**src/rtl/mips_pkg.sv**
```systemverilog
`default_nettype none

package mips_pkg;

    // primary opcodes of the supported subset
    typedef enum logic [5:0] {
        OP_SPECIAL = 6'b000000,
        OP_J       = 6'b000010,
        OP_BEQ     = 6'b000100,
        OP_ADDIU   = 6'b001001,
        OP_LW      = 6'b100011,
        OP_SW      = 6'b101011
    } opcode_e;

    // funct field values under OP_SPECIAL
    typedef enum logic [5:0] {
        FN_JR   = 6'b001000,
        FN_ADDU = 6'b100001
    } funct_e;

    typedef struct packed {
        opcode_e     opcode;
        logic [4:0]  rs;
        logic [4:0]  rt;
        logic [15:0] imm;
    } i_type_t;

    typedef struct packed {
        opcode_e    opcode;
        logic [4:0] rs;
        logic [4:0] rt;
        logic [4:0] rd;
        logic [4:0] shamt;
        funct_e     funct;
    } r_type_t;

    typedef struct packed {
        opcode_e     opcode;
        logic [25:0] target;
    } j_type_t;

    // one instruction word seen through all three encodings
    typedef union packed {
        i_type_t i_type;
        r_type_t r_type;
        j_type_t j_type;
    } instr_u;

    typedef enum logic [1:0] {
        ALU_ADD    = 2'b00,
        ALU_SUB    = 2'b01,
        ALU_PASS_B = 2'b10
    } alu_op_e;

    // address 0 is kept free as the halt target
    localparam logic [31:0] RESET_PC    = 32'h0000_0004;
    // first byte of the result block written by the test program
    localparam logic [31:0] RESULT_BASE = 32'h0000_0480;

endpackage

`default_nettype wire

```
**src/rtl/mips_regfile.sv**
```systemverilog
`timescale 1ns/100ps
`default_nettype none

module mips_regfile (
    input  logic        clk,
    input  logic        rst_n,
    input  logic [4:0]  read_reg_a,
    input  logic [4:0]  read_reg_b,
    output logic [31:0] read_data_a,
    output logic [31:0] read_data_b,
    input  logic [4:0]  write_reg,
    input  logic [31:0] write_data,
    input  logic        write_enable,
    output logic [31:0] register_v0
);

    logic [31:0] regs [0:31];

    always_ff @(posedge clk) begin
        if (!rst_n) begin
            for (int r = 0; r < 32; r++) begin
                regs[r] <= 32'd0;
            end
        end else if (write_enable && write_reg != 5'd0) begin
            // r0 is never written, so it keeps the value from reset
            regs[write_reg] <= write_data;
        end
    end

    // combinational reads
    assign read_data_a = regs[read_reg_a];
    assign read_data_b = regs[read_reg_b];
    assign register_v0 = regs[2];

    // r0 reads zero on both ports once out of reset
    a_zero_reg: assert property (@(posedge clk) disable iff (!rst_n)
        (read_reg_a == 5'd0 |-> read_data_a == 32'd0)
        and (read_reg_b == 5'd0 |-> read_data_b == 32'd0));

endmodule

`default_nettype wire

```
**src/rtl/mips_decoder.sv**
```systemverilog
`timescale 1ns/100ps
`default_nettype none

module mips_decoder (
    input  mips_pkg::instr_u  instr,
    output logic              reg_write,
    output logic              mem_read,
    output logic              mem_write,
    output logic              alu_src_imm,
    output logic              reg_dst_rd,
    output logic              branch_eq,
    output logic              jump,
    output logic              jump_reg,
    output mips_pkg::alu_op_e alu_op,
    output logic [31:0]       imm_ext,
    output logic              illegal
);

    // sign-extended immediate for addiu, lw, sw and beq
    assign imm_ext = {{16{instr.i_type.imm[15]}}, instr.i_type.imm};

    always_comb begin
        // everything off unless the opcode asks for it
        reg_write   = 1'b0;
        mem_read    = 1'b0;
        mem_write   = 1'b0;
        alu_src_imm = 1'b0;
        reg_dst_rd  = 1'b0;
        branch_eq   = 1'b0;
        jump        = 1'b0;
        jump_reg    = 1'b0;
        alu_op      = mips_pkg::ALU_PASS_B;
        illegal     = 1'b0;
        case (instr.r_type.opcode)
            mips_pkg::OP_SPECIAL: begin
                // r-type, the funct field picks the operation
                case (instr.r_type.funct)
                    mips_pkg::FN_ADDU: begin
                        reg_write  = 1'b1;
                        reg_dst_rd = 1'b1;
                        alu_op     = mips_pkg::ALU_ADD;
                    end
                    mips_pkg::FN_JR: begin
                        jump_reg = 1'b1;
                    end
                    default: begin
                        illegal = 1'b1;
                    end
                endcase
            end
            mips_pkg::OP_J: begin
                jump = 1'b1;
            end
            mips_pkg::OP_BEQ: begin
                // rs - rt, taken when the alu reports zero
                branch_eq = 1'b1;
                alu_op    = mips_pkg::ALU_SUB;
            end
            mips_pkg::OP_ADDIU: begin
                reg_write   = 1'b1;
                alu_src_imm = 1'b1;
                alu_op      = mips_pkg::ALU_ADD;
            end
            mips_pkg::OP_LW: begin
                // address is rs + imm, data lands in rt
                reg_write   = 1'b1;
                mem_read    = 1'b1;
                alu_src_imm = 1'b1;
                alu_op      = mips_pkg::ALU_ADD;
            end
            mips_pkg::OP_SW: begin
                mem_write   = 1'b1;
                alu_src_imm = 1'b1;
                alu_op      = mips_pkg::ALU_ADD;
            end
            default: begin
                illegal = 1'b1;
            end
        endcase
    end

endmodule

`default_nettype wire

```
**src/rtl/mips_alu.sv**
```systemverilog
`timescale 1ns/100ps
`default_nettype none

module mips_alu (
    input  mips_pkg::alu_op_e alu_op,
    input  logic [31:0]       operand_a,
    input  logic [31:0]       operand_b,
    output logic [31:0]       result,
    output logic              zero
);

    always_comb begin
        case (alu_op)
            // addiu, addu and load/store address generation
            mips_pkg::ALU_ADD: begin
                result = operand_a + operand_b;
            end
            // beq compares by subtracting
            mips_pkg::ALU_SUB: begin
                result = operand_a - operand_b;
            end
            mips_pkg::ALU_PASS_B: begin
                result = operand_b;
            end
            default: begin
                result = operand_b;
            end
        endcase
    end

    assign zero = (result == 32'd0);

endmodule

`default_nettype wire

```
**src/rtl/mips_core.sv**
```systemverilog
`timescale 1ns/100ps
`default_nettype none

module mips_core (
    input  logic        clk,
    input  logic        rst_n,
    output logic [31:0] instr_address,
    input  logic [31:0] instr_readdata,
    output logic [31:0] data_address,
    output logic        data_write,
    output logic        data_read,
    output logic [31:0] data_writedata,
    input  logic [31:0] data_readdata,
    output logic        active,
    output logic [31:0] register_v0
);

    mips_pkg::instr_u  instr;
    mips_pkg::alu_op_e alu_op;
    logic        reg_write, mem_read, mem_write, alu_src_imm, reg_dst_rd;
    logic        branch_eq, jump, jump_reg, illegal;
    logic [31:0] imm_ext;
    logic [31:0] read_data_a, read_data_b;
    logic [31:0] alu_operand_b, alu_result;
    logic        alu_zero;
    logic [4:0]  write_reg;
    logic [31:0] write_data;
    logic [31:0] pc, pc_plus4, branch_target, jump_target, next_pc;
    logic        active_q, halted_q, halt_now;

    assign instr = instr_readdata;

    mips_decoder u_decoder (
        .instr(instr), .reg_write(reg_write), .mem_read(mem_read), .mem_write(mem_write),
        .alu_src_imm(alu_src_imm), .reg_dst_rd(reg_dst_rd), .branch_eq(branch_eq),
        .jump(jump), .jump_reg(jump_reg), .alu_op(alu_op), .imm_ext(imm_ext),
        .illegal(illegal)
    );

    // rd for r-type results and rt for addiu and lw
    assign write_reg  = reg_dst_rd ? instr.r_type.rd : instr.r_type.rt;
    assign write_data = mem_read ? data_readdata : alu_result;

    mips_regfile u_regfile (
        .clk(clk), .rst_n(rst_n),
        .read_reg_a(instr.r_type.rs), .read_reg_b(instr.r_type.rt),
        .read_data_a(read_data_a), .read_data_b(read_data_b),
        .write_reg(write_reg), .write_data(write_data),
        .write_enable(reg_write && active_q), .register_v0(register_v0)
    );

    assign alu_operand_b = alu_src_imm ? imm_ext : read_data_b;

    mips_alu u_alu (
        .alu_op(alu_op), .operand_a(read_data_a), .operand_b(alu_operand_b),
        .result(alu_result), .zero(alu_zero)
    );

    // all memory writes are gated while the core is idle
    assign data_address   = alu_result;
    assign data_writedata = read_data_b;
    assign data_write     = mem_write && active_q;
    assign data_read      = mem_read && active_q;

    // next pc candidates without a delay slot
    assign pc_plus4      = pc + 32'd4;
    assign branch_target = pc_plus4 + {imm_ext[29:0], 2'b00};
    assign jump_target   = {pc_plus4[31:28], instr.j_type.target, 2'b00};

    // jr to address 0 or an unknown encoding ends the program
    assign halt_now = active_q && ((jump_reg && read_data_a == 32'd0) || illegal);

    always_comb begin
        if (halt_now) begin
            next_pc = 32'd0;
        end else if (jump_reg) begin
            next_pc = read_data_a;
        end else if (jump) begin
            next_pc = jump_target;
        end else if (branch_eq && alu_zero) begin
            next_pc = branch_target;
        end else begin
            next_pc = pc_plus4;
        end
    end

    always_ff @(posedge clk) begin
        if (!rst_n) begin
            pc       <= mips_pkg::RESET_PC;
            active_q <= 1'b0;
            halted_q <= 1'b0;
        end else if (active_q) begin
            pc <= next_pc;
            if (halt_now) begin
                active_q <= 1'b0;
                halted_q <= 1'b1;
            end
        end else if (!halted_q) begin
            // first edge after reset starts execution at RESET_PC
            active_q <= 1'b1;
        end
    end

    assign instr_address = pc;
    assign active        = active_q;

    a_pc_aligned: assert property (@(posedge clk) disable iff (!rst_n)
        active_q |-> pc[1:0] == 2'b00);

endmodule

`default_nettype wire

```
**config.mk**
```make
export PLATFORM = sky130hd
export DESIGN_NAME = mips_core
export DESIGN_NICKNAME = d
export VERILOG_FILES = /design/src/rtl/mips_pkg.sv /design/src/rtl/mips_regfile.sv /design/src/rtl/mips_decoder.sv /design/src/rtl/mips_alu.sv /design/src/rtl/mips_core.sv
export SDC_FILE = /design/constraint.sdc
export NUM_CORES = 2
export LEC_CHECK = 0
export BUFFER_PORTS_ARGS = -buffer_cell sky130_fd_sc_hd__clkbuf_2
export CAP_MARGIN = 15
export CORE_ASPECT_RATIO = 1.25
export CORE_MARGIN = 2
export CORE_UTILIZATION = 45
export CTS_CLUSTER_SIZE = 10
export DETAILED_ROUTE_END_ITERATION = 12
export HOLD_SLACK_MARGIN = 0.1
export SKIP_LAST_GASP = 1
export SYNTH_ARGS = -nofsm -noshare
export SYNTH_HDL_FRONTEND = slang
export SYNTH_SLANG_ARGS = --single-unit
```
**constraint.sdc**
```tcl
create_clock -name clk -period 10.4 [get_ports clk]
set_input_delay 1.04 -clock clk [delete_from_list [all_inputs] [get_ports clk]]
set_output_delay 1.04 -clock clk [all_outputs]
set_load 0.02 [all_outputs]
```
==> impl_summary.md <==
Pwr
The combinational cell fraction of total power is 20.6%. The internal power is 7.577 mW. The maximum VDD drop is 0.1230 mV.

Dividing total power by cell area gives a power density of 163.1 nW/um^2. The fraction of power consumed by the clock network is 34.4%. The part of the total power dissipated in sequential elements is 45.0%. The total power draw is 10.90 mW.

For this design the static power due to leakage is 24.63 nW. In this run the power spent charging and discharging nets is 3.321 mW. In this run switching power makes up 30.48% of total power.

Route
The count of nets left with antenna violations once routing finished came out at 0. In the final routed layout, each cell accounts on average for 38.86 um. The detailed-route DRC error count is 1. The post-detailed-routing wire length is 255.6 mm. For this run, the detailed router's first-pass iteration total came to 11. The final route contains 45520 vias.

The vias per cell is 6.921. In this run, the number of DRC markers left after iteration 0 of detailed routing was 6843.

Outcome
The final reports fail on DRC. The run finished, with violations left.

Finish
The ratio of cells with drive above 1 in the final layout is 23.25%. The post-synthesis to final-layout area growth is 11.83%. For this run, the post-layout net count is 4929. The library cell used most frequently in the layout, excluding fill and tap cells, is nor2_1. Leaving out fill and tap cells, the most frequent cells in the layout are nor2_1 (1085), edfxtp_1 (1024), mux4_2 (436). Once layout is complete, the cells apart from fillers number 6578.

The finished cells cover 66820 um^2. Measured on the finished design, the core utilization comes to 50.69%.

Synth
Yosys mapped a number of flops with a built-in enable equal to 1024. In this run the cell area of the synthesized design comes to 59750 um^2. Sequential elements use 52.61% of the synthesized area.

The distinct cell type count of the synthesized netlist is 87. The total of warnings raised by yosys is 0. The most frequently used flop master after synthesis is edfxtp_1. The count of state elements after synthesis is 1058. The cell count after synthesis is 4687.

Of all flip-flops after synthesis, the portion carrying an async set or reset was 0%. The per-instance average area after synthesis is 12.75 um^2.

CTS
TritonCTS built the clock tree. The clock slew seen by the registers of the worst setup and hold paths is 0.06 ns. The clock latency on the worst-skew pair is 0.77 ns.

In this run the number of H-tree levels came out at 3. After clock tree synthesis, the repair step resized 0 gates. The total CTS buffers is 117. The tree built by TritonCTS fans out to 1058 sinks. Buffers inserted to repair hold after CTS numbered 0. The number of buffers added for setup after CTS is 0. The tree is rooted in a clkbuf_16. In this run the deepest clock path goes through 3 buffers.

Worst setup path
The delay of the slowest critical-path stage is 0.73 ns. At the worst endpoint, the arrival time is 8.72 ns. The worst setup path is of the in -> out kind. The maximum fanout count along the critical path is 52.

The largest individual stage delay along the critical path comes from the cell or4b_2. STA classifies the critical path endpoint as an output pin. The required time at the endpoint of the critical path is 9.36 ns. The kind of start point of the critical path is a primary input.

Min path
The path class of the tightest hold or removal check is reg -> reg.

GRT
Summed over all layers, the global routing overflow is 0. Global routing consumed, over all layers together, 37.31% of the routing resources. The via count of the first global-routing pass came to 44250. Global routing used 58.02% of the available met2 tracks. The number of antenna violations at the first check in global routing is 8. For met3 alone, demand over resource in global routing was 11.19%. The first global-routing pass estimated 348.9 mm of wire. Entering global routing, the biggest net connects 94 pins. The most utilized layer in the global route result is met2. In the global route stage, met1 resource usage came out at 45.12%.

STA
Clock skew on the completed layout was measured at 0.05734 ns. The measured slew at the worst slew-check pin is 1.194 ns. Headroom to the max-slew limit came out at 18.12%.

Summed over all failing endpoints, the final setup total negative slack is 0 ns. Setup repair after global routing left no endpoint under its margin. The number of pins with negative max-slew slack in the final report is 0. The total setup violations reported at the end of the flow is 0. The highest achievable clock rate is 102.5 MHz.

The smallest clock period supported by the final layout is computed as 9.759 ns. The final hold violation count is 0. The portion of the clock cycle consumed by the worst path in the final layout is 93.84%.

Placement
The final weighted congestion in routability-driven placement is 0.9801. The HPWL after detailed placement is 158.9 mm. Once placement finished, the instance area stood at 63510 um^2. The number of placed cells counting well taps is 6412. Input and output buffers added on the ports amount to 196.

Die
The die width is 329.9 um. The initial cell density of the core is 45.33%. The placeable core region is 131800 um^2. The number of ports placed on the die boundary is 197.

The die is 411.4 um tall. The area of the die is 135700 um^2. In this run the core area contains 149 standard-cell rows.

Flow run
Across the run, the number of max-cap violations was 0.
cells by family (layout without fill, tap and decap cells):
group                    after synthesis  after routing  synth area share [%]
AND/OR/NAND/NOR                     1592           1592                 11.27
flip-flops                          1058           1058                 52.61
multiplexers                         842            842                 23.45
AO/OA/AOI/OAI                        569            569                 6.488
buffers and inverters                456            576                 3.282
XOR/XNOR                             105            105                 1.539
adder cells (fa/ha/maj)               64             64                 1.365
other                                  1             36              0.006276
through the flow:
step | setup slack (ns) | hold slack [ns]
6_report | 0.6405 | 0.4698
5_1_grt | 0.1632 | 0.4981
4_1_cts | 0.8324 | 0.4684
3_5_place_dp | 0.8670 | 0.4547
3_3_place_gp | 0.9179 | 0.4487
2_1_floorplan | 1.870 | 0.4329
layer usage:
metal | up-vias | part of all wire, %
met3 | 885 | 13
met5 | - | 0.0063
li1 | 18050 | -
met1 | 22980 | 34
met2 | 3612 | 46
met4 | 2 | 7.9
power by group through the flow:
stage,sequential [mW],clock (mW),combinational (mW)
2_1_floorplan,4.95,0,1.30
3_3_place_gp,4.98,0,2.17
3_5_place_dp,4.98,0,2.17
4_1_cts,4.89,3.75,2.17
5_1_grt,4.91,3.90,2.32
6_report,4.90,3.75,2.25
path summary, 6_finish.rpt:
kind	startpoint	end	slack, ns	cells past startpoint
setup / recovery	instr_readdata[16]	data_address[31]	0.64	27
hold / removal	halted_q	halted_q	0.47	1
setup reg to reg	u_regfile.regs[2][1]	instr_address[13]	1.90	29
hold reg to reg	halted_q	halted_q	0.47	1
registers in the layout, summed over array words and instances, names as in the netlist:
| name | flops |
|---|---|
| active | 1 |
| instr_address | 32 |
| u_regfile.regs | 1024 |
| halted_q | 1 |
critical path: cells and delay by family:
family | cells | cell delay [ns]
AOI/OAI and AO/OA | 7 | 1.92
xor gates and xnor gates | 2 | 0.49
adders and majority gates | 1 | 0.41
buffers and inverters | 4 | 1.05
muxes | 2 | 0.60
and+or+nand+nor | 11 | 2.92
synthesized netlist by cell type, types with 6 or more instances:
| cell type | instances | area, um^2 |
|---|---|---|
| nor3b_1 | 8 | 60.06 |
| o21ai_0 | 73 | 365.4 |
| buf_4 | 34 | 255.2 |
| nor2b_1 | 23 | 143.9 |
| a22oi_1 | 140 | 1051 |
| or3_1 | 15 | 93.84 |
| xor2_1 | 49 | 429.2 |
| clkbuf_1 | 302 | 1134 |
| nand2b_1 | 27 | 168.9 |
| inv_1 | 40 | 150.1 |
| a22o_1 | 14 | 122.6 |
| nor4_1 | 32 | 200.2 |
| and2_0 | 9 | 56.30 |
| edfxtp_1 | 1024 | 30750 |
| o2bb2ai_1 | 6 | 52.55 |
| and3_1 | 22 | 137.6 |
| a41oi_1 | 7 | 61.31 |
| o21a_1 | 15 | 112.6 |
| a21oi_1 | 125 | 625.6 |
| and4_1 | 10 | 87.58 |
| buf_2 | 28 | 140.1 |
| dfxtp_1 | 34 | 680.7 |
| nand4_1 | 19 | 118.9 |
| buf_1 | 41 | 153.9 |
| a221oi_1 | 11 | 96.34 |
| ha_1 | 62 | 775.7 |
| or2_2 | 9 | 56.30 |
| nand3b_1 | 7 | 52.55 |
| o221ai_1 | 10 | 87.58 |
| mux4_2 | 436 | 9819 |
| nand3_1 | 71 | 355.3 |
| mux2i_1 | 360 | 3603 |
| o211a_1 | 6 | 60.06 |
| o22ai_1 | 24 | 150.1 |
| xnor2_1 | 56 | 490.5 |
| a31oi_1 | 27 | 168.9 |
| nand2_1 | 198 | 743.2 |
| a211oi_1 | 11 | 82.58 |
| o31ai_1 | 21 | 157.7 |
| a21o_1 | 30 | 225.2 |
| and2_1 | 12 | 75.07 |
| nor3_1 | 28 | 140.1 |
| mux2_2 | 39 | 439.2 |
| nor2_1 | 1087 | 4080 |
final cells by class:
class | count | area, um^2
Antenna cell | 4 | 10.01
Multi-Input combinational cell | 3204 | 27210
Fill cell | 11290 | 64990
Sequential cell | 1058 | 31430
Inverter | 43 | 161.4
Clock inverter | 11 | 148.9
Timing Repair Buffer | 375 | 2623
Tap cell | 1736 | 2172
Clock buffer | 147 | 3062
Power figures use the tool's default switching activity.
